<file path="src/prf_cfg.svh">
`ifndef PRF_CFG_SVH
`define PRF_CFG_SVH

// physical register file geometry
`define PRF_ENTRIES 64
`define PREG_BITS 6
`define XLEN 32

// iterative multiplier, one step per multiplier bit
`define MDU_STEPS 32

// debug APB byte address
`define APB_ADDR_BITS 12

`endif

</file>
<file path="src/prf_pkg.sv">
`include "prf_cfg.svh"

package prf_pkg;

    typedef logic [`XLEN-1:0] word_t;
    typedef logic [`PREG_BITS-1:0] preg_t;

    // must hold MDU_STEPS itself, not just MDU_STEPS-1
    typedef logic [$clog2(`MDU_STEPS + 1)-1:0] step_t;

    typedef enum logic [2:0] {
        alu_add = 3'd0,
        alu_sub = 3'd1,
        alu_and = 3'd2,
        alu_or  = 3'd3,
        alu_xor = 3'd4
    } alu_op_t;

    typedef enum logic [1:0] {
        dbg_idle      = 2'd0,
        dbg_read_wait = 2'd1,
        dbg_respond   = 2'd2
    } dbg_state_t;

endpackage

</file>
<file path="src/mdu_timer.sv">
`timescale 1ns/1ns
`include "prf_cfg.svh"

module mdu_timer (
    input  logic clk,
    input  logic rst,
    input  logic start,
    output logic busy,
    output logic last
);
    import prf_pkg::*;

    // steps still to run, zero when idle
    step_t count;

    always_ff @(posedge clk) begin
        if (rst) begin
            count <= '0;
        end else if (start) begin
            count <= step_t'(`MDU_STEPS);
        end else if (busy) begin
            count <= count - 1'b1;
        end
    end

    assign busy = (count != '0);
    assign last = (count == step_t'(1));

endmodule

</file>
<file path="src/mdu_unit.sv">
`timescale 1ns/1ns

module mdu_unit (
    input  logic           clk,
    input  logic           rst,
    input  logic           valid,
    input  prf_pkg::preg_t rs0,
    input  prf_pkg::preg_t rs1,
    input  prf_pkg::preg_t rd,
    input  prf_pkg::word_t rs0_data,
    input  prf_pkg::word_t rs1_data,
    output prf_pkg::preg_t rs0_addr,
    output prf_pkg::preg_t rs1_addr,
    output logic           busy,
    output logic           wen,
    output prf_pkg::preg_t wrd,
    output prf_pkg::word_t wdata
);
    import prf_pkg::*;

    logic  start;
    logic  last;
    word_t mcand;
    word_t mplier;
    word_t acc;
    preg_t rd_q;

    assign rs0_addr = rs0;
    assign rs1_addr = rs1;

    // issues while busy are dropped
    assign start = valid && !busy;

    mdu_timer u_timer (
        .clk   (clk),
        .rst   (rst),
        .start (start),
        .busy  (busy),
        .last  (last)
    );

    ////////////////////
    // shift-add datapath
    ////////////////////

    always_ff @(posedge clk) begin
        if (start) begin
            mcand  <= rs0_data;
            mplier <= rs1_data;
            acc    <= '0;
            rd_q   <= rd;
        end else if (busy) begin
            if (mplier[0]) begin
                acc <= acc + mcand;
            end
            // only the low word is kept, upper bits fall off
            mcand  <= mcand << 1;
            mplier <= mplier >> 1;
        end
    end

    // product is complete the cycle after the last step
    always_ff @(posedge clk) begin
        if (rst) begin
            wen <= 1'b0;
        end else begin
            wen <= last;
        end
    end

    assign wrd   = rd_q;
    assign wdata = acc;

endmodule

</file>
<file path="config.mk">
export PLATFORM = sky130hd
export DESIGN_NAME = mdu_unit
export DESIGN_NICKNAME = d
export VERILOG_FILES = /design/src/prf_pkg.sv /design/src/mdu_timer.sv /design/src/mdu_unit.sv
export VERILOG_INCLUDE_DIRS = /design/src
export SDC_FILE = /design/constraint.sdc
export NUM_CORES = 1
export LEC_CHECK = 0
export ABC_AREA = 1
export BUFFER_PORTS_ARGS = -buffer_cell sky130_fd_sc_hd__buf_4
export CAP_MARGIN = 10
export CORE_MARGIN = 2
export CORE_UTILIZATION = 60
export DETAILED_ROUTE_END_ITERATION = 10
export PLACE_DENSITY = 0.86
export SLEW_MARGIN = 20
export SYNTH_ARGS = -nofsm -noshare
export SYNTH_HDL_FRONTEND = slang
export SYNTH_HIERARCHICAL = 1
export SYNTH_SLANG_ARGS = --single-unit
</file>
<file path="constraint.sdc">
create_clock -name clk -period 3.8 [get_ports clk]
set_clock_uncertainty 0.1 [all_clocks]
set_input_delay 0.19 -clock clk [delete_from_list [all_inputs] [get_ports clk]]
set_output_delay 0.19 -clock clk [all_outputs]
set_load 0.01 [all_outputs]
</file>
# Word level (Yosys, flattened, before mapping)
# Cells that the tools add are included.
[totals]
reg_bits = 109
out_inout_bits = 52
[classes]
add_sub_neg = 2
n_eq_ne = 1
mux = 6
reduce_logical = 6
[op_table]
columns = ["cell", "count"]
rows = [
  ["$mux W32", 4],
  ["$add A32 B32 Y32", 1],
  ["$mux W6", 2],
  ["$eq A6 B1 Y1 const B", 1],
  ["$reduce_bool A6 Y1", 1],
  ["$sub A6 B1 Y6 const B", 1],
  ["$reduce_and A2 Y1", 1],
  ["$reduce_bool A2 Y1", 1],
  ["$reduce_or A2 Y1", 1],
  ["$logic_and A1 B1 Y1", 1],
  ["$logic_not A1 Y1", 1],
]

# Longest topological paths before layout
[depth]
depth_word = 4
depth_mapped = 13
depth_no_buf = 13

# Hierarchy
# Netlist, hierarchy kept.
[by_module_without_submodules]
columns = ["module", "n_inst", "cells_each", "area_per_inst_um2", "seq_area_each_um2"]
rows = [
  ["mdu_unit", 1, 921, 6476.2, 2762.6],
  ["mdu_timer", 1, 42, 337.8, 120.1],
]

# Least setup slack after synthesis
# Ideal clock, no wire load.
[synth_timing]
path_kind = "reg-to-reg"
startpoint = "register u_timer.count[0]"
endpoint = "register mcand[0] (enable)"
setup_time_ps = 394
arrival_time_ps = 1698
t_required_ps = 3306
path_slack_ps = 1608
stages_incl_launch_ff = 5
synth_period_minus_slack_ps = 2192
path_cell_list = "dfxtp_1 > inv_1 > ha_1 > nand3_4 > or2_2"
[synth_between]
elab_chain_len = 4
[synth_rtl]
columns = ["item", "line", "text"]
rows = [
  ["from (decl)", "mdu_timer.sv:14", "step_t count;"],
  ["from (signal assigned)", "mdu_timer.sv:20", "count <= step_t'(`MDU_STEPS);"],
  ["from (signal assigned)", "mdu_timer.sv:22", "count <= count - 1'b1;"],
  ["$reduce_bool A6 Y1 *", "mdu_timer.sv:26", "assign busy = (count != '0);"],
  ["net busy", "mdu_unit.sv:14", "output logic busy,"],
  ["$logic_not A1 Y1", "mdu_unit.sv:32", "assign start = valid && !busy;"],
  ["$logic_and A1 B1 Y1", "mdu_unit.sv:32", ""],
  ["$reduce_bool A2 Y1 (no source line) *", "n/a", ""],
  ["to (signal assigned)", "mdu_unit.sv:48", "mcand <= rs0_data;"],
  ["to (signal assigned)", "mdu_unit.sv:57", "mcand <= mcand << 1;"],
  ["to (decl)", "mdu_unit.sv:23", "word_t mcand;"],
]
# The timed path passes the listed nets; every way through them passes the cells marked *.
# A chain may end at the register's enable or synchronous reset.

# Final worst setup path
[layout_timing]
startpoint = "register u_timer.count[0]"
endpoint = "register acc[19] (netlist: wdata[19])"
[layout_between]
elab_chain_len = 3
[layout_rtl]
columns = ["item", "line", "text"]
rows = [
  ["$reduce_bool A6 Y1 *", "mdu_timer.sv:26", ""],
  ["$logic_not A1 Y1", "mdu_unit.sv:32", ""],
  ["$logic_and A1 B1 Y1", "mdu_unit.sv:32", ""],
  ["to (signal assigned)", "mdu_unit.sv:54", "acc <= acc + mcand;"],
  ["to (decl)", "mdu_unit.sv:25", "word_t acc;"],
]
# Mark *: on every way between the ends. The rest lies on a longest branch, timed or not.

==> flow_metrics.py <==
metrics = {
    "global_route": {
        "antenna_found_initial": 0,
        "grt_pass1_vias": 5893,
        "grt_pass1_wl_um": 26400,
        "track_usage": 0.262,
        "grt_overflow": 0,
        "grt_max_degree": 73,
    },
    "synth": {
        "avgSynthCellArea_um2": 7.08,
        "ys_types": 32,
        "synth_area_leader_cell": "edfxtp_1",
        "synth_nets": 1083,
        "synthFlopType": "edfxtp_1",
        "synthArstFlopShare": 0,
        "synth_seq_cells": 109,
        "yosysWarningCount": 6,
        "synth_area_leaders": "edfxtp_1, nand2_1, dfxtp_1",
        "seq_area_frac_synth": 0.423,
        "synth_area_um2": 6810,
        "synth_top_area_frac": 0.308,
        "synth_cells": 963,
        "synth_edf_count": 70,
    },
    "sta": {
        "worstMarginPinSlew_ns": 1.02,
        "fmax_mhz": 390,
        "finalMaxSlewViolations": 0,
        "max_slew_margin": 0.319,
        "rsz0062_at_grt": "no",
        "setup_viol": 0,
        "hold_violations": 0,
        "worst_slack_ns": 1.23,
        "tns_ns": 0,
        "period_share": 0.675,
        "period_minus_slack_ns": 2.57,
    },
    "layout": {
        "drive_gt1_frac": 0.149,
        "fin_cells": 1218,
        "diodes": 0,
        "nNetsFinal": 1193,
        "area_delta_synth_final_pct": 19.9,
    },
    "clock_tree": {
        "cts_htree_levels": 3,
        "cts_buffer_depth": 2,
        "cts_made_buffers": 9,
        "cts_root_buf": "clkbuf_16",
        "insertion_delay_ns": 0.35,
        "cts.sink_count": 109,
        "cts_tree": "yes",
        "path_clk_slew_ns": 0.08,
        "postCtsSetupBuffers": 0,
    },
    "power": {
        "p_per_area_nw_per_um2": 1040,
        "leakage_nw": 4.42,
        "ir_worst_vdd_v": 0.000525,
    },
    "setup_path": {
        "crit_fanout": 35,
        "cp-start-kind": "register",
        "worstPathArrival_ns": 2.72,
        "endpoint_kind": "register",
        "crit_required_ns": 3.95,
        "crit_type": "register to register",
    },
    "drt": {
        "drt_iter0_markers": 377,
        "routed_wl_um": 15800,
        "antenna_left": 0,
        "vias_per_cell": 5.03,
        "wl_per_cell_um": 12.9,
        "drcViolationCount": 0,
        "vias": 6132,
        "dr.pass1.iters": 4,
    },
    "floorplanning": {
        "floorplan.die_area_um2": 12200,
        "io_pins": 137,
        "core-area_um2": 11000,
        "rows": 38,
        "die_x_um": 111,
        "start_util": 0.620,
        "die-height_um": 111,
    },
    "placed_design": {
        "pre_cts_slack_ns": 1.24,
        "dp_cells": 1185,
        "dp_hpwl_um": 11600,
        "place_congestion": 0.966,
        "io_buffers": 112,
    },
    "run_status": {
        "status": "finished clean",
    },
    "worst_hold_path": {
        "hold_path.class": "input pin to register",
    },
    "flow_run": {
        "drv_cap": 0,
    },
}
-- state kept, by name, summed over array words and instances, names as in the netlist --
name           count
mcand             32
mplier            32
wdata             32
u_timer/count      6
wrd                6
wen                1
-- final cells by class --
cell class	count	area, um2
Clock inverter	7	66.3
Timing Repair Buffer	134	1060
Fill cell	889	2820
Tap cell	140	175
Clock buffer	9	225
Multi-Input combinational cell	677	3220
Inverter	142	533
Sequential cell	109	2880
-- cell usage in the layout, fill, tap and decap left out, drive strengths merged, types with 3 or more instances in the layout --
cell and instances:
buf 117, a21oi 31, nand2 428, o21ai 29, nand3 61, dlygate4sd3 17
nor2 60, clkinv 4, o21bai 3, edfxtp 70, inv 145, dfxtp 39
nor3 3, ha 34, xnor2 15, clkbuf 9, or2 3, nand4 4
-- where the power goes --
group	total, mW	leakage (nW)	switching, mW	internal (mW)
sequential	2.47	1.07	0.371	2.10
clock	0.936	0.143	0.475	0.461
combinational	5.07	3.21	3.20	1.87
-- Yosys cell counts (5+ instances only) --
| cell type | n |
|---|---|
| a21oi_1 | 30 |
| nor2_1 | 52 |
| xnor2_1 | 15 |
| o21ai_0 | 25 |
| edfxtp_1 | 70 |
| clkbuf_1 | 14 |
| nand2_1 | 421 |
| ha_1 | 34 |
| inv_1 | 140 |
| nand3_1 | 56 |
| nor2_2 | 7 |
| buf_4 | 12 |
| dfxtp_1 | 39 |
| buf_1 | 5 |
| nand2_2 | 7 |
-- through the flow --
stage	hold slack (ns)	power [mW]	util	instance area [um2]
global placement	0.267	7.35	0.702	7710
CTS	0.000631	8.48	0.744	8170
finish	0.00368	8.48	0.744	8170
global route	0.00104	9.32	0.744	8170
detailed placement	0.270	7.52	0.702	7710
floorplan	0.161	6.15	-	6810
-- what timing repair did --
action,CTS,global route
hold buffers,17,0
hold endpoints to repair,18,0
setup endpoints to repair,0,0
gates resized for setup,0,0
-- critical path: stages (launching register included) --
cell and delay [ns]:
dfxtp_1 0.36, inv_1 0.14, ha_1 0.23, nand3_4 0.15, nand2_1 0.09, buf_4 0.28
inv_1 0.50, or2_2 0.47, nand3_1 0.08, inv_1 0.06
-- path summary, 6_finish.rpt --
| path | start | endpoint | slack, ns | cells past startpoint |
|---|---|---|---|---|
| hold reg to reg | wdata[6] | wdata[6] | 0.41 | 2 |
| setup reg to reg | u_timer/count[0] | wdata[19] | 1.23 | 9 |
| hold / removal | rs1_data[18] | mplier[18] | 0.004 | 3 |
| setup / recovery | u_timer/count[0] | wdata[19] | 1.23 | 9 |
-- logic make-up after synthesis --
logic type      after synthesis  share of synthesized area
simple gates                561                      0.336
buf+inv                     177                      0.105
fa+ha+maj                    35                     0.0654
compound gates               64                     0.0490
flops                       109                      0.423
xor+xnor                     17                     0.0219
-- per-layer routing --
| layer | share of wire | up-vias | routed length, um | global-route usage |
|---|---|---|---|---|
| met3 | 0.055 | 26 | 859 | 0.0560 |
| met5 | 0 | - | 0 | 0 |
| li1 | - | 3201 | - | - |
| met1 | 0.46 | 2746 | 7290 | 0.347 |
| met4 | 0.020 | 0 | 320 | 0.0858 |
| met2 | 0.46 | 159 | 7280 | 0.430 |
(Power assumes the default switching activity.)
