### config.mk
export PLATFORM = sky130hd
export DESIGN_NAME = alu_unit
export DESIGN_NICKNAME = d
export VERILOG_FILES = /design/src/prf_pkg.sv /design/src/alu_unit.sv
export VERILOG_INCLUDE_DIRS = /design/src
export SDC_FILE = /design/constraint.sdc
export NUM_CORES = 1
export LEC_CHECK = 0
export BUFFER_PORTS_ARGS = -buffer_cell sky130_fd_sc_hd__buf_2
export CORE_AREA = 2 2 110 112
export CTS_CLUSTER_SIZE = 40
export DETAILED_ROUTE_END_ITERATION = 8
export DIE_AREA = 0 0 112 114
export GPL_TIMING_DRIVEN = 0
export PLACE_DENSITY_LB_ADDON = 0.3
export RECOVER_POWER = 100
export SYNTH_ARGS = -nofsm -noshare
export SYNTH_HDL_FRONTEND = slang
export SYNTH_SLANG_ARGS = --single-unit
### constraint.sdc
create_clock -name clk -period 9.1 [get_ports clk]
set_input_delay 1.82 -clock clk [delete_from_list [all_inputs] [get_ports clk]]
set_output_delay 1.82 -clock clk [all_outputs]
set_load 0.1 [all_outputs]
### src/prf_cfg.svh
`ifndef PRF_CFG_SVH
`define PRF_CFG_SVH

// physical register file geometry
`define PRF_ENTRIES 64
`define PREG_BITS 6
`define XLEN 32

// iterative multiplier, one step per multiplier bit
`define MDU_STEPS 32

// debug APB byte address
`define APB_ADDR_BITS 12

`endif

### src/prf_pkg.sv
`include "prf_cfg.svh"

package prf_pkg;

    typedef logic [`XLEN-1:0] word_t;
    typedef logic [`PREG_BITS-1:0] preg_t;

    // must hold MDU_STEPS itself, not just MDU_STEPS-1
    typedef logic [$clog2(`MDU_STEPS + 1)-1:0] step_t;

    typedef enum logic [2:0] {
        alu_add = 3'd0,
        alu_sub = 3'd1,
        alu_and = 3'd2,
        alu_or  = 3'd3,
        alu_xor = 3'd4
    } alu_op_t;

    typedef enum logic [1:0] {
        dbg_idle      = 2'd0,
        dbg_read_wait = 2'd1,
        dbg_respond   = 2'd2
    } dbg_state_t;

endpackage

### src/alu_unit.sv
`timescale 1ns/1ns

module alu_unit (
    input  logic             clk,
    input  logic             rst,
    input  logic             valid,
    input  prf_pkg::alu_op_t op,
    input  prf_pkg::preg_t   rs0,
    input  prf_pkg::preg_t   rs1,
    input  prf_pkg::preg_t   rd,
    input  prf_pkg::word_t   rs0_data,
    input  prf_pkg::word_t   rs1_data,
    output prf_pkg::preg_t   rs0_addr,
    output prf_pkg::preg_t   rs1_addr,
    output logic             wen,
    output prf_pkg::preg_t   wrd,
    output prf_pkg::word_t   wdata
);
    import prf_pkg::*;

    word_t result;

    // operands come back from the PRF in the issue cycle
    assign rs0_addr = rs0;
    assign rs1_addr = rs1;

    always_comb begin
        case (op)
            alu_add: result = rs0_data + rs1_data;
            alu_sub: result = rs0_data - rs1_data;
            alu_and: result = rs0_data & rs1_data;
            alu_or:  result = rs0_data | rs1_data;
            alu_xor: result = rs0_data ^ rs1_data;
            default: result = '0;
        endcase
    end

    // one writeback cycle right after issue
    always_ff @(posedge clk) begin
        if (rst) begin
            wen <= 1'b0;
        end else begin
            wen <= valid;
        end
    end

    always_ff @(posedge clk) begin
        wrd   <= rd;
        wdata <= result;
    end

endmodule

* After elaboration in Yosys (flattened, before gate mapping) *
Index checks and enable logic that the tools add are counted.

cells by class
  multiplexer cells = 1
  reductions and logical operators = 1
  equality and inequality tests = 4
  bitwise gates (word level) = 3
  add/sub/neg operators = 2

operator list
  cell                number
  $pmux 32 s5         1
  $add 32x32->32      1
  $and 32x32->32      1
  $or 32x32->32       1
  $sub 32x32->32      1
  $xor 32x32->32      1
  $eq 3x2->1 const B  2
  $eq 3x1->1 const B  1
  $eq 3x3->1 const B  1
  $logic_not 3->1     1

storage, ports and cells
  input port bits = 88
  output and inout bits = 51
  flip-flop bits (word level) = 39
  logic and storage cells = 14

* Longest topological paths before layout *
Gate-level depths: netlist (run 1).

  depth in word-level cells = 2
  mapped depth = 19
  mapped depth without buffers = 18

* Least setup slack after synthesis (run 1) *
OpenSTA, ideal clock, no wires.

  kind = input to register
  from = input op[1]
  to = register wdata[30]
  data required time = 8.960 ns
  arrival = 4.944 ns
  cell stages on the path = 16
  library setup time = 0.140 ns
  path buffers = 2
  slack = 4.016 ns
  path through = or2_2 -> clkbuf_1 -> nor2_1 -> clkbuf_1 -> nor2_1 -> xnor2_1 -> ha_1 -> and2b_1 -> o21a_1 -> o21ai_1 -> a2111oi_2 -> o21ai_0 -> nand3_1 -> and3_1 -> a221oi_1 -> o311ai_0

on the way
  longest elaborated chain between the ends = 2
  elaborated cells between the ends (all ways) = 6
  those cells by class = eq/ne (4); mux (1); reduce/logical (1)

RTL lines
  what                                      line            RTL
  start: declaration                        alu_unit.sv:7   input prf_pkg::alu_op_t op,
  $eq 3x3->1, or another cell as far along  alu_unit.sv:28  case (op)
  $pmux 32 s5 *                             alu_unit.sv:28
  named net result[30]                      alu_unit.sv:21  word_t result;
  end signal: assignment                    alu_unit.sv:49  wdata <= result;
  end: declaration                          alu_unit.sv:17  output prf_pkg::word_t wdata

Mark *: on every way through the listed nets, which the timed path passes. The rest lies on a longest branch.
A chain may end at the register's enable or synchronous reset.

* Final worst setup path (run 1) *
  from = input op[0]
  to = register wdata[29]

Same word-level chain as after synthesis.

==> results_dict.tcl, run 1 <==
set metrics [dict create \
    run_status "finished clean" \
    pwr_density_cell_nw_per_um2 153.4 \
    die-width_um 112 \
    grt_pass1_vias 4696 \
    cts_num_sinks 39 \
    detail_route.wl_per_cell_um 16.09 \
    cts_buffer_depth 2 \
    nNetsFinal 980 \
    initial_cell_density_of_the_core 0.4339 \
    row_count 40 \
    timing_worst_slew_pin_value_ps 1176 \
    post_synth_xor_area_fraction 0.09308 \
    ctsRootBufferMaster "sky130_fd_sc_hd__clkbuf_16" \
    rsz_0062_raised_after_global_routing "false" \
    io_buffer_count 126 \
    synth.ff_latch_count 39 \
    asyncSetResetFlopFracSynth 0 \
    synthesis.area_per_instance_um2 7.675 \
    drt-total-wl_um 15180 \
    grt_util_all_layers 0.2338 \
    finalWorstPathRequiredPeriod_ps 7295 \
    number_of_different_library_cells_in_the_post_synthesis_netlist 62 \
    global_route_wire_length_before_repair_um 23870 \
    irDropWorstVdd_uv 109.4 \
    die_area_um2 12770 \
    antenna_cells_inserted 0 \
    nFillCells 1236 \
    timing.slew.headroom 0.2193 \
    routabilityCongestion 0.9218 \
    layout_setup_ws_ps 1805 \
    placedCellCount 935 \
    post_synth_instance_area_um2 5081 \
    clk_transition_reported_paths_ps 60 \
    synth-main-ff-cell "sky130_fd_sc_hd__dfxtp_1" \
    vias_per_cell 5.491 \
    grt_antenna_before_repair 0 \
    numCtsBuffers 5 \
    worstPathRequired_ps 9210 \
    post-synth-top-count-cell "sky130_fd_sc_hd__ha_1" \
    kind_of_launch_point_of_the_worst_setup_path "input port" \
    pin_count_of_the_biggest_net_entering_global_routing 15 \
    critical_path.endpoint_type "flip-flop" \
    leakage_nw 2.929 \
    drive_above_1_share 0.1294 \
    tritoncts "done" \
    post_synth_most_frequent_cells "96 x sky130_fd_sc_hd__ha_1, 73 x sky130_fd_sc_hd__inv_1, 56 x sky130_fd_sc_hd__a21oi_1" \
    synth_simple_gate_area_share 0.1500 \
    final-setup-viol-count 0 \
    htree_num_levels 2 \
    detailroute.via_count 5178 \
    design.core.area_um2 11710 \
    dp_worst_setup_slack_ps 2327 \
    synth_adder_area_share 0.2403 \
    synth.area.mux_share 0.007880 \
    die_height_um 114 \
    final_antenna_net_count 0 \
    maxSlewViolCount 0 \
    final.hold.worst_slack_ps 1628 \
    area_delta_synth_final_pct 17.53 \
    post-cts-setup-buffer-count 0 \
    final_non_filler_cells 943 \
    critical_path_peak_fanout 10 \
    synth_sequential_area_ratio 0.1537 \
    initialDrtViolationCount 367 \
    cts.repair.resized 0 \
    post-dp-hpwl_um 11820 \
    syn-instance-count 662 \
    grt.overflow.total 0 \
    ys.warnings.count 0 \
    min_period_over_period 0.8017 \
    final_hold_viol_count 0 \
    worst_ep_arrival_time_ps 7410 \
    timing.setup.critical_path_class "input port to flip-flop" \
    synth_compound_gate_area_share 0.2620 \
    cell_types_occupying_the_most_area_after_synthesis "sky130_fd_sc_hd__ha_1 24%, sky130_fd_sc_hd__dfxtp_1 15%, sky130_fd_sc_hd__xnor2_1 7.6%" \
    timing.setup.tns_ps 0 \
    postLayoutCoreUtil 0.5099 \
    biggest_area_consumer_among_synthesized_cells "sky130_fd_sc_hd__ha_1" \
    postSynthNetCount 847 \
    post_cts_hold_buffer_count 0 \
    drt_drc_violations_left 0 \
    synth_edf_count 0 \
    maximum_operating_frequency_mhz 137.1 \
    largest_family_of_logic_cells_by_synthesized_area "compound AO/OA/AOI/OAI gates" \
    io_pins 139 \
    maxCapViolCount 0 \
    hold_path_class "input port to flip-flop" \
    detailedRoute.firstPassIterationCount 5 \
    yosysTopAreaCellShare 0.2364 \
]
==> worst max-delay path, cell delays in order <==
cell and delay (ps):
sky130_fd_sc_hd__clkbuf_1 90, sky130_fd_sc_hd__clkbuf_1 350, sky130_fd_sc_hd__inv_1 310, sky130_fd_sc_hd__nor2_1 770, sky130_fd_sc_hd__clkbuf_1 590, sky130_fd_sc_hd__nor2_1 110, sky130_fd_sc_hd__xnor2_1 150, sky130_fd_sc_hd__ha_1 220
sky130_fd_sc_hd__o31ai_1 480, sky130_fd_sc_hd__a211oi_1 220, sky130_fd_sc_hd__o41ai_1 610, sky130_fd_sc_hd__a21oi_1 200, sky130_fd_sc_hd__o41ai_1 760, sky130_fd_sc_hd__o21ai_0 250, sky130_fd_sc_hd__xnor2_1 240, sky130_fd_sc_hd__o221ai_1 220
==> final timing paths <==
path | start | endpoint | slack (ps) | cells past startpoint
min | rd[1] | wrd[1] | 1630 | 1
max | op[0] | wdata[29] | 1800 | 16
==> area by class of cell <==
class,instances,area (um^2),area share
clock buffer,5,125.1,0.02095
inverter,74,277.8,0.04651
sequential,39,780.7,0.1307
timing repair buffer,126,564.3,0.09449
multi-input combinational,509,3797,0.6359
tap,147,183.9,0.03080
buffer,40,195.2,0.03268
clock inverter,3,47.55,0.007961
==> power by group <==
part	switching [W]	total, W	internal [W]
logic	0.000372	0.000505	0.000133
clock network	0.0000808	0.000212	0.000131
registers	0.00000528	0.000199	0.000194
==> per-stage QoR <==
step | power, W | cell area (um^2)
floorplan | 0.0006047 | 5081
finish | 0.0009158 | 5972
detailed placement | 0.0007110 | 5896
global placement | 0.0007081 | 5896
global route | 0.0009671 | 5972
CTS | 0.0009289 | 6068
==> cells in the final DEF (no fill, tap or decap), types with 7 or more instances in the layout <==
master	instances
sky130_fd_sc_hd__buf_4	12
sky130_fd_sc_hd__ha_1	96
sky130_fd_sc_hd__inv_1	74
sky130_fd_sc_hd__nor3_1	11
sky130_fd_sc_hd__xor2_1	10
sky130_fd_sc_hd__nor2_1	54
sky130_fd_sc_hd__o21ai_0	36
sky130_fd_sc_hd__o21bai_1	7
sky130_fd_sc_hd__buf_2	73
sky130_fd_sc_hd__dfxtp_1	39
sky130_fd_sc_hd__a21oi_1	57
sky130_fd_sc_hd__a31oi_1	16
sky130_fd_sc_hd__nand2_1	43
sky130_fd_sc_hd__a211oi_1	17
sky130_fd_sc_hd__clkbuf_1	77
sky130_fd_sc_hd__xnor2_1	44
sky130_fd_sc_hd__nand3_1	9
sky130_fd_sc_hd__a21o_1	17
==> sequential cells by signal, summed over array words and instances (netlist names) <==
signal,cells
wdata,32
wrd,6
wen,1
==> layer usage <==
| layer | GRT usage | part of all wire | vias up |
|---|---|---|---|
| li1 | - | - | 2579 |
| met1 | 0.3182 | 0.47 | 2369 |
| met2 | 0.3931 | 0.45 | 210 |
| met3 | 0.03613 | 0.072 | 20 |
| met4 | 0.05203 | 0.011 | 0 |
| met5 | 0 | 0 | - |
==> logic make-up (layout without fill, tap and decap cells) <==
logic type | count (synthesis) | count (layout)
AOI/OAI and AO/OA | 197 | 197
xor gates and xnor gates | 54 | 54
adders and majority gates | 97 | 97
buffers and inverters | 114 | 248
DFF | 39 | 39
muxes | 4 | 4
and+or+nand+nor | 157 | 157
(Power assumes the default switching activity.)
==> run 2: changes to the inputs <==
Clock period 9.1 ns to 6 ns, I/O delays scaled along.
==> run 2 against run 1 <==
- cell count unchanged
- sequential cell count unchanged
- clock-buffer cell count unchanged
- combinational power up 52%
- highest routed layer unchanged
- final area up 0.29%
- first-iteration DRC count up 2.5%
- largest power group unchanged
==> results_dict.tcl, run 2 (synthesized netlist as in run 1, its figures left out) <==
set metrics [dict create \
    p_sw_frac 0.4999 \
    timing.setup.critical_path_class "input port to flip-flop" \
    critical_path.endpoint_type "flip-flop" \
    maxSlewViolCount 0 \
    nFillCells 1235 \
    final_non_filler_cells 943 \
    largestRegisters "wdata x32, wrd x6, wen x1" \
    routabilityCongestion 0.9218 \
    vias_per_cell 5.443 \
    power.total_w 0.001389 \
    grt_antenna_before_repair 0 \
    pwr_density_cell_nw_per_um2 232.0 \
    row_count 40 \
    final_antenna_net_count 0 \
    worstHoldEndpoint "wrd[1]" \
    final_hold_viol_count 0 \
    maxCapViolCount 0 \
    global_route_wire_length_before_repair_um 23870 \
    cts_num_sinks 39 \
    pin_count_of_the_biggest_net_entering_global_routing 15 \
    drt_drc_violations_left 0 \
    io_buffer_count 126 \
    post_cts_hold_buffer_count 0 \
    area_delta_synth_final_pct 17.88 \
    final.hold.worst_slack_ps 1010 \
    die-width_um 112 \
    kind_of_launch_point_of_the_worst_setup_path "input port" \
    crit_path_cell_trace "clkbuf_1 -> clkbuf_1 -> inv_2 -> nor2_2 -> clkbuf_1 -> nor2_1 -> xnor2_1 -> ha_1 -> o31ai_1 -> a211oi_1 -> o41ai_2 -> a21oi_1 -> o41ai_2 -> o21ai_0 -> xnor2_1 -> o221ai_1" \
    io_pins 139 \
    run_status "finished clean" \
    grt_util_all_layers 0.2338 \
    final_cell_mix "96 x sky130_fd_sc_hd__ha_1, 77 x sky130_fd_sc_hd__clkbuf_1, 73 x sky130_fd_sc_hd__inv_1, 73 x sky130_fd_sc_hd__buf_2, 57 x sky130_fd_sc_hd__a21oi_1" \
    critical_path_peak_fanout 10 \
    placedCellCount 935 \
    initialDrtViolationCount 376 \
    registers.top_by_ff_count "wdata" \
    tritoncts "done" \
    finalWorstPathRequiredPeriod_ps 5747 \
    grt.overflow.total 0 \
    final-setup-viol-count 0 \
    grt_pass1_vias 4696 \
    numCtsBuffers 5 \
    detailedRoute.firstPassIterationCount 5 \
    drt-total-wl_um 15090 \
    maximum_operating_frequency_mhz 174.0 \
    hold_path_class "input port to flip-flop" \
    ff_latch_area_um2 780.7 \
    irDropWorstVdd_uv 165.7 \
    cp_top_family "compound AO/OA/AOI/OAI gates" \
    initial_cell_density_of_the_core 0.4339 \
    post-cts-setup-buffer-count 0 \
    comb_power_share 0.552 \
    rsz_0062_raised_after_global_routing "false" \
    hold_depth 1 \
    netSwitchingPower_w 0.0006945 \
    leakage_nw 2.936 \
    multi_input_comb_area_um2 3815 \
    worst_path_largest_cell_delay_ps 580 \
    detail_route.wl_per_cell_um 16.01 \
    hold_path.startpoint "rd[1]" \
    p_int_w 0.0006948 \
    nNetsFinal 980 \
    worstPathRequired_ps 6120 \
    drive_above_1_share 0.1344 \
    die_height_um 114 \
    antenna_cells_inserted 0 \
    crit_path_top_delay_cell "sky130_fd_sc_hd__clkbuf_1" \
    timing.slew.headroom 0.2193 \
    ctsRootBufferMaster "sky130_fd_sc_hd__clkbuf_16" \
    min_period_over_period 0.9578 \
    detailroute.via_count 5133 \
    htree_num_levels 2 \
    design.core.area_um2 11710 \
    critical_path.most_common_cell "sky130_fd_sc_hd__clkbuf_1" \
    clk_transition_reported_paths_ps 60 \
    mostFrequentLayoutCell "sky130_fd_sc_hd__ha_1" \
    share_clk_of_total_power 0.231 \
    critical_path_buf_inv_count 4 \
    worst_ep_arrival_time_ps 5870 \
    timing_worst_slew_pin_value_ps 1176 \
    post-dp-hpwl_um 11820 \
    die_area_um2 12770 \
    largest_reg_flops 32 \
    cts_buffer_depth 2 \
    power.sequential.fraction 0.217 \
]
-- run 2: metal layers --
layer / part of all wire / global-route usage / vias to the layer above
met5: 0 / 0 / -
met3: 0.076 / 0.03613 / 13
met4: 0.0094 / 0.05203 / 0
li1: - / - / 2579
met1: 0.46 / 0.3182 / 2339
met2: 0.45 / 0.3931 / 202
-- run 2: timing repair --
action                                  in CTS  in global routing
endpoints found under the setup margin       0                  1
resized for setup                            0                  1
endpoints found under the hold margin        0                  0
-- run 2: area by class of cell --
| class | count | area share |
|---|---|---|
| Clock inverter | 3 | 0.007938 |
| Sequential cell | 39 | 0.1304 |
| Tap cell | 147 | 0.03071 |
| Clock buffer | 5 | 0.02089 |
| Inverter | 74 | 0.04638 |
| Multi-Input combinational cell | 509 | 0.6369 |
| Timing Repair Buffer | 126 | 0.09421 |
| Buffer | 40 | 0.03259 |
-- run 2: worst max path at each step --
stage	startpoint	end	slack [ps]	depth (start not counted)
2_1_floorplan	op[1]	wdata[30]	1540	16
3_3_place_gp	op[0]	wdata[29]	-100	16
3_5_place_dp	op[0]	wdata[29]	-150	16
4_1_cts	op[0]	wdata[29]	130	16
5_1_grt	op[1]	wdata[29]	120	16
6_report	op[0]	wdata[29]	250	16
-- run 2: stage by stage --
step	area (um^2)	setup TNS, ps	setup WS, ps	utilization
finish	5989	0	253.2	0.5114
global route	5989	0	121.3	0.5114
CTS	6068	0	133.8	0.5182
detailed placement	5896	-152.7	-152.7	0.5034
global placement	5896	-99.37	-99.37	0.5034
floorplan	5081	0	1536	-
-- run 2: power groups by stage --
stage	Combinational, W	Sequential (W)	Clock [W]
3_5_place_dp	0.000772	0.000306	0
3_3_place_gp	0.000768	0.000306	0
6_report	0.000767	0.000301	0.000321
2_1_floorplan	0.000358	0.000559	0
4_1_cts	0.000776	0.000301	0.000332
5_1_grt	0.000823	0.000304	0.000341
