$ cat src/prf_cfg.svh
`ifndef PRF_CFG_SVH
`define PRF_CFG_SVH

// physical register file geometry
`define PRF_ENTRIES 64
`define PREG_BITS 6
`define XLEN 32

// iterative multiplier, one step per multiplier bit
`define MDU_STEPS 32

// debug APB byte address
`define APB_ADDR_BITS 12

`endif

$ cat src/prf_pkg.sv
`include "prf_cfg.svh"

package prf_pkg;

    typedef logic [`XLEN-1:0] word_t;
    typedef logic [`PREG_BITS-1:0] preg_t;

    // must hold MDU_STEPS itself, not just MDU_STEPS-1
    typedef logic [$clog2(`MDU_STEPS + 1)-1:0] step_t;

    typedef enum logic [2:0] {
        alu_add = 3'd0,
        alu_sub = 3'd1,
        alu_and = 3'd2,
        alu_or  = 3'd3,
        alu_xor = 3'd4
    } alu_op_t;

    typedef enum logic [1:0] {
        dbg_idle      = 2'd0,
        dbg_read_wait = 2'd1,
        dbg_respond   = 2'd2
    } dbg_state_t;

endpackage

$ cat src/apb_prf_port.sv
`timescale 1ns/1ns
`include "prf_cfg.svh"

module apb_prf_port (
    input  logic                      clk,
    input  logic                      rst,
    input  logic                      psel,
    input  logic                      penable,
    input  logic                      pwrite,
    input  logic [`APB_ADDR_BITS-1:0] paddr,
    input  prf_pkg::word_t            pwdata,
    output prf_pkg::word_t            prdata,
    output logic                      pready,
    output logic                      pslverr,
    output prf_pkg::preg_t            rs,
    input  prf_pkg::word_t            rs_data,
    output logic                      wen,
    output prf_pkg::preg_t            wrd,
    output prf_pkg::word_t            wdata
);
    import prf_pkg::*;

    dbg_state_t state;
    word_t      rdata_q;
    preg_t      idx;
    logic       access;
    logic       addr_err;
    logic       fast_done;

    // word addressed, 64 regs fill bytes 0..255
    assign idx    = paddr[`PREG_BITS+1:2];
    assign access = psel && penable;

    // out of range, or a write to p0
    assign addr_err = (paddr[`APB_ADDR_BITS-1:`PREG_BITS+2] != '0) ||
                      (pwrite && idx == '0);

    // writes and errors finish in the first access cycle
    assign fast_done = (state == dbg_idle) && access && (pwrite || addr_err);

    ////////////////////
    // APB state machine
    ////////////////////

    always_ff @(posedge clk) begin
        if (rst) begin
            state <= dbg_idle;
        end else begin
            case (state)
                dbg_idle: begin
                    // good read seen in setup phase
                    if (psel && !penable && !pwrite && !addr_err) begin
                        state <= dbg_read_wait;
                    end
                end
                dbg_read_wait: begin
                    if (access) begin
                        state <= dbg_respond;
                    end
                end
                dbg_respond: begin
                    state <= dbg_idle;
                end
                default: begin
                    state <= dbg_idle;
                end
            endcase
        end
    end

    // wait state samples the PRF read port
    always_ff @(posedge clk) begin
        if (state == dbg_read_wait && access) begin
            rdata_q <= rs_data;
        end
    end

    assign pready  = fast_done || (state == dbg_respond);
    assign pslverr = fast_done && addr_err;
    assign prdata  = rdata_q;

    assign rs    = idx;
    assign wen   = fast_done && pwrite && !addr_err;
    assign wrd   = idx;
    assign wdata = pwdata;

endmodule

$ cat config.mk
export PLATFORM = sky130hd
export DESIGN_NAME = apb_prf_port
export DESIGN_NICKNAME = d
export VERILOG_FILES = /design/src/prf_pkg.sv /design/src/apb_prf_port.sv
export VERILOG_INCLUDE_DIRS = /design/src
export SDC_FILE = /design/constraint.sdc
export NUM_CORES = 1
export LEC_CHECK = 0
export BUFFER_PORTS_ARGS = -buffer_cell sky130_fd_sc_hd__clkbuf_2
export CORE_ASPECT_RATIO = 0.5
export CORE_MARGIN = 10
export CORE_UTILIZATION = 35
export CTS_BUF_LIST = sky130_fd_sc_hd__clkbuf_8
export DETAILED_ROUTE_END_ITERATION = 8
export PLACE_DENSITY = 0.82
export RECOVER_POWER = 25
export SYNTH_ARGS = -nofsm -noshare
export SYNTH_HDL_FRONTEND = slang
export SYNTH_SLANG_ARGS = --single-unit
$ cat constraint.sdc
create_clock -name clk -period 4.9 [get_ports clk]
set_input_delay 0.98 -clock clk [delete_from_list [all_inputs] [get_ports clk]]
set_output_delay 0.98 -clock clk [all_outputs]
set_load 0.05 [all_outputs]
# Word-level counts from Yosys, hierarchy flattened
# Index checks and enable logic that the tools add are counted.
# totals
regBits	34
inputBits	81
output_inout_bits	79
word_cells	30
# op_classes
n_eq_ne	4
n_mux	3
reduce_logical	21
# ops
op	n
1-bit logical AND	11
6-bit logical NOT	1
2-bit 2-to-1 mux	2
2-bit one-hot mux with 2 select lines	1
4-bit nonzero test	1
1-bit logical NOT	3
1-bit logical OR	3
2-bit by 1-bit equality test with 1-bit output (second input constant)	1
2-bit equality test (second input constant)	1
2-bit logical NOT	1
2-bit by 1-bit != test with 1-bit output (second input constant)	1
2-bit != test (second input constant)	1
2-bit AND reduction	1

# Logic depth before layout (Yosys ltp)
# Gate-level depths: netlist of the first run.
# logic_depth
ltp_word	7
mapped_depth	3
depth_no_buf	3

# Worst setup path after synthesis of the first run
# OpenSTA, ideal clock, no wires.
# synth_timing
path_kind	input port to flip-flop
startpoint	input penable
endpoint	register rdata_q[0], in the netlist prdata[0] (enable)
arrival_time_ps	3523
slack_ps	908
path_stages	2
n_path_buf	0
cell_sequence	nand2_1 > nor3b_1
# synth_between
elab_chain_len	2
# synth_lines
item	line	source
start, declared	apb_prf_port.sv:8	input logic penable,
1-bit logical AND	apb_prf_port.sv:32	assign access = psel && penable;
1-bit logical AND	apb_prf_port.sv:73	if (state == dbg_read_wait && access) begin
end signal, assigned	apb_prf_port.sv:74	rdata_q <= rs_data;
end, declared	apb_prf_port.sv:24	word_t rdata_q;
# Every way passes these cells.
# A chain may end at the register's enable or synchronous reset.

# Final worst setup path of the first run
# layout_timing
startpoint	input paddr[9]
endpoint	output wen
# layout_between
elab_chain_len	6
word_cells_on_any_way	7
# layout_lines
item	line	source
start, declared	apb_prf_port.sv:10	input logic [`APB_ADDR_BITS-1:0] paddr,
4-bit nonzero test (*)	apb_prf_port.sv:35	assign addr_err = (paddr[`APB_ADDR_BITS-1:`PREG_BITS+2] != '0) ||
1-bit logical OR (*)	apb_prf_port.sv:35	
1-bit logical OR	apb_prf_port.sv:39	assign fast_done = (state == dbg_idle) && access && (pwrite || addr_err);
1-bit logical AND	apb_prf_port.sv:39	
1-bit logical AND	apb_prf_port.sv:83	assign wen = fast_done && pwrite && !addr_err;
1-bit logical AND (*)	apb_prf_port.sv:83	
end, declared	apb_prf_port.sv:17	output logic wen,
# Mark *: on every way between the ends. The rest lies on a longest branch, timed or not.

==> metrics.md, run 1 <==
| Metric | Value |
|---|---|
| Status | `finished clean` |
| Largest net degree at the start of global routing | `20` |
| Final HPWL DP | `around 3400 µm` |
| Startpoint Class | `input port` |
| Post-CTS Setup Bufs | `0` |
| Crit Path Max Fanout | `3` |
| Tightest Pin Transition | `between 1000 and 1500 ps` |
| Die Ht | `~65 µm` |
| Row cnt | `16` |
| CTS root buffer | `clkbuf_8` |
| Leak pwr | `between 0.7 and 0.8 nW` |
| Core area | `slightly below 4000 µm²` |
| Fin crit share | `0.663` |
| Multiplexer share of the synthesized area | `0` |
| Largest family of logic cells by synthesized area | `buffers and inverters` |
| Unrepaired setup endpoints after global routing | `no` |
| # setup viols final | `0` |
| Post-Synth XOR/XNOR Area | `0` |
| Layout cells sized above 1 | `0.634` |
| Nets | `between 200 and 250` |
| Worst R2R Path Depth | `2` |
| Max-cap viol count | `0` |
| Switching Fraction | `0.218` |
| Hold WC Path Type | `reg -> reg` |
| Vias in the first global route | `between 900 and 1000` |
| Clock slew at reported path FFs | `roughly 60 ps` |
| Area of the multi-input gates | `between 100 and 150 µm²` |
| Num CTS Buffers | `5` |
| CTS max path bufs | `2` |
| Nets in the synthesized netlist | `roughly 180` |
| Seq/Total Area, Yosys | `0.696` |
| Overall Power | `between 0.5 and 0.6 mW` |
| Period minus WS final | `3250 ps` |
| Maximum VDD drop | `~0.097 mV` |
| DR DRC count | `0` |
| Setup WS pre-CTS | `1710 ps` |
| Internal Pwr Total | `approximately 0.43 mW` |
| Placed Cells | `200` |
| Initial antenna violation count | `0` |
| Worst skew pair latency | `roughly 270 ps` |
| Initial DRC count | `42` |
| Die X | `between 100 and 150 µm` |
| Commonest non-fill, non-tap cell in the layout | `clkbuf_2` |
| Main synth FF type | `edfxtp_1` |
| Layout area overhead | `19.7%` |
| Worst slew margin | `0.311` |
| Htree depth | `2` |
| Hold Fails Final Rpt | `0` |
| Slowest CP cell | `or4_1` |
| NetSw | `between 0.1 and 0.15 mW` |
| Clock tree sinks | `34` |
| Async SR Flop Fraction | `0` |
| GRT Residual Overflow | `0` |
| Hold Crit Depth | `2` |
| Reg2Reg Setup Slack | `2940 ps` |
| Clock Skew | `between 7 and 8 ps` |
| Yosys reg bits | `34` |
| All-Layer GR Usage | `0.0952` |
| Logic pwr share | `0.097` |
| CTS Hold Bufs | `0` |
| N_diodes | `0` |
| Synth Cell Area | `roughly 1400 µm²` |
| Netlist cell types | `17` |
| Worst Hold Path EP | `state[0]$_SDFFE_PP0P_` |
| Pwr/cell area | `319 nW/µm²` |
| Number of synthesis warnings | `0` |
| Cells after synthesis | `96` |
| First-pass GRT wire length | `between 5000 and 6000 µm` |
| CP dominant cell by count | `clkbuf_2` |
| Worst-path cell chain | `clkbuf_2 -> or4_1 -> a21oi_2 -> and3_1 -> clkbuf_2` |
| Post-DR vias/cell | `4.15` |
| Simple-gate share of the synthesized area | `0.0565` |
| Clock power share | `0.324` |
| Crit end category | `primary output` |
| Effective utilization at floorplan | `0.367` |
| Buffers on Ports | `between 90 and 100` |
| Resized Gates After CTS | `0` |
| CTS tree | `done` |
| Vias | `approximately 860` |
| First-pass DRT Iterations | `2` |
| GP Congestion | `about 0.65` |
| FF/Latch Area | `around 1000 µm²` |
| Compound-Gate Fraction of Synth Area | `0.0157` |
| Worst EP arrival | `2270 ps` |
| Min Hold Slack | `just over 500 ps` |
| Layout Cells excl Fill | `207` |
| Post-synth EDFFs | `32` |
| Most frequent cells in the layout | `clkbuf_2, edfxtp_1, clkbuf_8, clkbuf_1` |
| Final ANT Viol Nets | `0` |
| I/O pins | `between 150 and 200` |
| Syn avg cell area | `between 10 and 15 µm²` |
| CP Class | `in -> out` |
| Hold Startpoint | `state[0]$_SDFFE_PP0P_` |
| Worst Path Required | `3920 ps` |
| WL final | `3860 µm` |
| Final WS setup | `1650 ps` |
| Drt wl/cell | `roughly 19 µm` |
| Post-synthesis adder-cell area fraction | `0` |
| Fillers | `367` |
| Slew Limit Fails | `0` |
| R2r endpoint | `prdata[21]$_DFFE_PP_` |
| Reg2reg start | `state[0]$_SDFFE_PP0P_` |
| Setup TNS | `0 ps` |
| Die ar. | `roughly 7200 µm²` |
| Crit-path max cell delay | `610 ps` |
| Seq pwr share | `0.579` |
| F_max | `between 0.3 and 0.4 GHz` |
-- layer usage --
metal,up-vias,global-route usage,part of all wire
li1,407,-,-
met1,383,0.0805,0.31
met2,57,0.178,0.55
met3,12,0.0589,0.12
met4,0,0.0452,0.021
met5,-,0,0
-- stage by stage --
step | cell area, µm² | util
after floorplan | 1440 | -
after global placement | 1650 | 0.422
after detailed placement | 1650 | 0.422
after CTS | 1730 | 0.441
after global routing | 1720 | 0.439
final | 1720 | 0.439
-- worst max-delay path by stage --
stage / startpoint / to / slack [ps] / cells after the start
2_1_floorplan: penable / prdata[0]$_DFFE_PP_ / 910 / 2
3_3_place_gp: paddr[9] / wen / 1730 / 5
3_5_place_dp: paddr[9] / wen / 1710 / 5
4_1_cts: paddr[9] / wen / 1710 / 5
5_1_grt: paddr[9] / wen / 1610 / 5
6_report: paddr[9] / wen / 1650 / 5
-- area by class of cell --
type                    instances  area share
flip-flops and latches         34       0.581
repair buffers                 94       0.272
multi-input cells              17      0.0610
clock buffers                   5      0.0400
well taps                      54      0.0392
clock inverters                 2     0.00436
inverters                       1     0.00218
-- cells in the mapped netlist (all sizes together) (2+ instances only) --
library cell | n | area [µm²]
nor3 | 2 | 10.0
nor2 | 3 | 11.3
dfxtp | 2 | 40.0
nand3 | 2 | 10.0
edfxtp | 32 | 961
buf | 44 | 330
-- cell families after synthesis --
kind of cell,Yosys count
AND/OR/NAND/NOR,14
AO/OA/AOI/OAI,3
flip-flops,34
buffers and inverters,45
-- critical path: cells and delay by family --
family / cells / cell delay [ps]
compound gates: 1 / 160
simple gates: 2 / 780
buf+inv: 2 / 340
-- power by group through the flow --
stage                     Sequential [mW]  Clock (mW)  Combinational, mW
after floorplan                     0.326           0              0.104
after global placement              0.324           0             0.0531
after detailed placement            0.324           0             0.0547
after CTS                           0.318       0.183             0.0548
after global routing                0.318       0.198             0.0570
final                               0.318       0.178             0.0532
-- sequential cells by signal, summed over array words and instances, names as in the netlist --
register,count
prdata,32
state,2
No activity file was read; power rests on OpenSTA's default activity.
==> inputs of run 2 (changes only) <==
ABC_AREA = 1   (was not set)
PLACE_DENSITY = 0.81   (was 0.82)
clock period = 3.1 ns   (was 4.9 ns; I/O delays follow)
==> run 2 against run 1 <==
Net effect:
- count of clock-buffer cells in the layout stayed put
- setup slack worse by 720 ps
- final cell count is 8.2% higher
==> metrics.md, run 2 <==
| Metric | Value |
|---|---|
| Clock tree sinks | `34 (unchanged)` |
| Maximum VDD drop | `0.180 mV (+86%)` |
| Post-synth top cells | `buf_4, edfxtp_1, nand2_1` |
| Worst-path cell chain | `clkbuf_1 -> nand2_1 -> nor2_2 -> nand2_1 -> nor2_1 -> clkbuf_2` |
| Clock Skew | `9.00 ps (+1.46 ps)` |
| Commonest non-fill, non-tap cell in the layout | `clkbuf_2` |
| Resized Gates After CTS | `0 (unchanged)` |
| Post-CTS Setup Bufs | `0 (unchanged)` |
| Area of the multi-input gates | `131 µm² (+25%)` |
| Syn avg cell area | `13.2 µm² (-12%)` |
| Area contributors post-synth | `edfxtp_1, buf_4, dfxtp_1, nand2_1, inv_1` |
| Crit end category | `primary output` |
| Die X | `112 µm (+1.4%)` |
| Max-cap viol count | `0 (unchanged)` |
| Crit Path Max Fanout | `4 (+1)` |
| CTS max path bufs | `2 (unchanged)` |
| First-pass DRT Iterations | `3 (+1)` |
| Crit-path leading delay family | `simple AND/OR/NAND/NOR gates` |
| WL final | `3700 µm (-4.2%)` |
| Synth Cell Area | `1490 µm² (+3.5%)` |
| Initial antenna violation count | `0 (unchanged)` |
| Final HPWL DP | `3200 µm (-5.6%)` |
| Top-count cell post-synth | `buf_4` |
| Startpoint Class | `input port` |
| I/O pins | `160 (unchanged)` |
| Yosys reg bits | `34 (unchanged)` |
| Row cnt | `16 (unchanged)` |
| Buffers on Ports | `93 (unchanged)` |
| Hold Fails Final Rpt | `0 (unchanged)` |
| Max reg flops | `32 (unchanged)` |
| Leak pwr | `0.830 nW (+8.3%)` |
| Seq/Total Area, Yosys | `0.672 (-0.0234)` |
| Worst slew margin | `0.742 (+0.431)` |
| Slew Limit Fails | `0 (unchanged)` |
| Area after DPL | `1710 µm² (+3.4%)` |
| Unrepaired setup endpoints after global routing | `no` |
| Period minus WS final | `2170 ps` |
| Most frequent cells in the layout | `clkbuf_2, edfxtp_1, nand2_1, inv_1, nor2_1` |
| Fin crit share | `0.700` |
| Final ANT Viol Nets | `0 (unchanged)` |
| # setup viols final | `0 (unchanged)` |
| Fillers | `394 (+7.4%)` |
| Core area | `4000 µm² (+2.0%)` |
| Die ar. | `7420 µm² (+2.6%)` |
| Share of the synthesized area in the top cell type | `0.645 (-0.0224)` |
| Post-DR vias/cell | `4.01 (-3.4%)` |
| N_diodes | `0 (unchanged)` |
| Yosys top cell by area | `edfxtp_1` |
| Nets | `251 (+7.3%)` |
| Worst skew pair latency | `280 ps (about the same)` |
| GP Congestion | `0.629 (-3.6%)` |
| Pwr/cell area | `493 nW/µm² (+54%)` |
| Setup TNS | `0 ps (unchanged)` |
| All-Layer GR Usage | `0.0927 (-0.00251)` |
| Netlist cell types | `15 (-2)` |
| Worst EP arrival | `1550 ps (-720 ps)` |
| CTS Hold Bufs | `0 (unchanged)` |
| Layout area overhead | `20.0%` |
| Worst Path Required | `2480 ps (-1440 ps)` |
| CTS tree | `done` |
| Num CTS Buffers | `5 (unchanged)` |
| GRT Residual Overflow | `0 (unchanged)` |
| F_max | `roughly 0.46 GHz` |
| Number of synthesis warnings | `0 (unchanged)` |
| Post-synth EDFFs | `32 (unchanged)` |
| CP dominant cell by count | `nand2_1` |
| Drt wl/cell | `16.5 µm (-11%)` |
| Effective utilization at floorplan | `0.372 (+0.00517)` |
| Layout cells sized above 1 | `0.624 (-0.0105)` |
| CP Class | `in -> out` |
| Status | `finished clean` |
| Reg2Reg Setup Slack | `1820 ps (-1120 ps)` |
| Vias | `898 (+4.5%)` |
| Cells after synthesis | `113 (+18%)` |
| Async SR Flop Fraction | `0 (unchanged)` |
| FF/Latch Area | `1000 µm² (unchanged)` |
| First-pass GRT wire length | `5300 µm (-2.9%)` |
| Tightest Pin Transition | `387 ps (-643 ps)` |
| DR DRC count | `0 (unchanged)` |
| Vias in the first global route | `985 (+2.5%)` |
| Hold WC Path Type | `in -> reg` |
| Slowest CP cell | `clkbuf_2` |
| Nets in the synthesized netlist | `194 (+9.6%)` |
| WP buf/inv | `2 (unchanged)` |
| Die Ht | `66.1 µm (+1.2%)` |
| Final instance area | `1790 µm² (+3.8%)` |
| Htree depth | `2 (unchanged)` |
| Crit-path max cell delay | `290 ps (-320 ps)` |
| Initial DRC count | `15 (-64%)` |
| Main synth FF type | `edfxtp_1` |
| Largest net degree at the start of global routing | `33 (+65%)` |
| Clock slew at reported path FFs | `70 ps (about the same)` |
| CTS root buffer | `clkbuf_8` |
## run 2: cell types whose count changed after synthesis, sizes merged, moves of 2 or more
cell,before,now
inv,1,10
nand2,1,10
nor2,3,7
nand3,2,4
## run 2: final timing paths
kind / startpoint / end / depth (start not counted)
max: penable / wen / 6
min: rs_data[13] / prdata[13]$_DFFE_PP_ / 1
max reg2reg: state[0]$_SDFFE_PP0P_ / prdata[14]$_DFFE_PP_ / 3
min reg2reg: state[0]$_SDFFE_PP0P_ / state[0]$_SDFFE_PP0P_ / 2
## run 2: final cells by class
cell class                 count  area share
timing repair buffer          94       0.263
multi-input combinational     25      0.0735
sequential                    34       0.560
inverter                      10      0.0210
clock buffer                   5      0.0385
clock inverter                 2     0.00560
tap                           54      0.0378
## run 2: kinds of logic after synthesis
family,after synthesis,synth area share
buffers and inverters,54,0.247
DFF,34,0.672
and+or+nand+nor,24,0.0748
AOI/OAI and AO/OA,1,0.00588
## run 2: per-layer routing
metal	vias to the layer above	GRT usage	wire length, µm
met5	-	0	0
met4	0	0.0613	121
met3	16	0.0543	456
met2	57	0.165	1910
met1	385	0.0795	1210
li1	440	-	-
## run 2: power breakdown
group	internal [mW]	switching, mW
combinational	0.0300	0.0584
clock	0.150	0.140
sequential	0.502	0.000172
## run 2: metrics by stage
step            util  power, mW  cells  setup WS (ps)  hold slack, ps
3_3_place_gp   0.427      0.600    217           1010             496
3_5_place_dp   0.427      0.602    217            960             507
4_1_cts        0.447      0.894    224            951             502
5_1_grt        0.446      0.920    224            844             496
6_report       0.446      0.881    224            929             513
2_1_floorplan      -      0.682    113            689             470
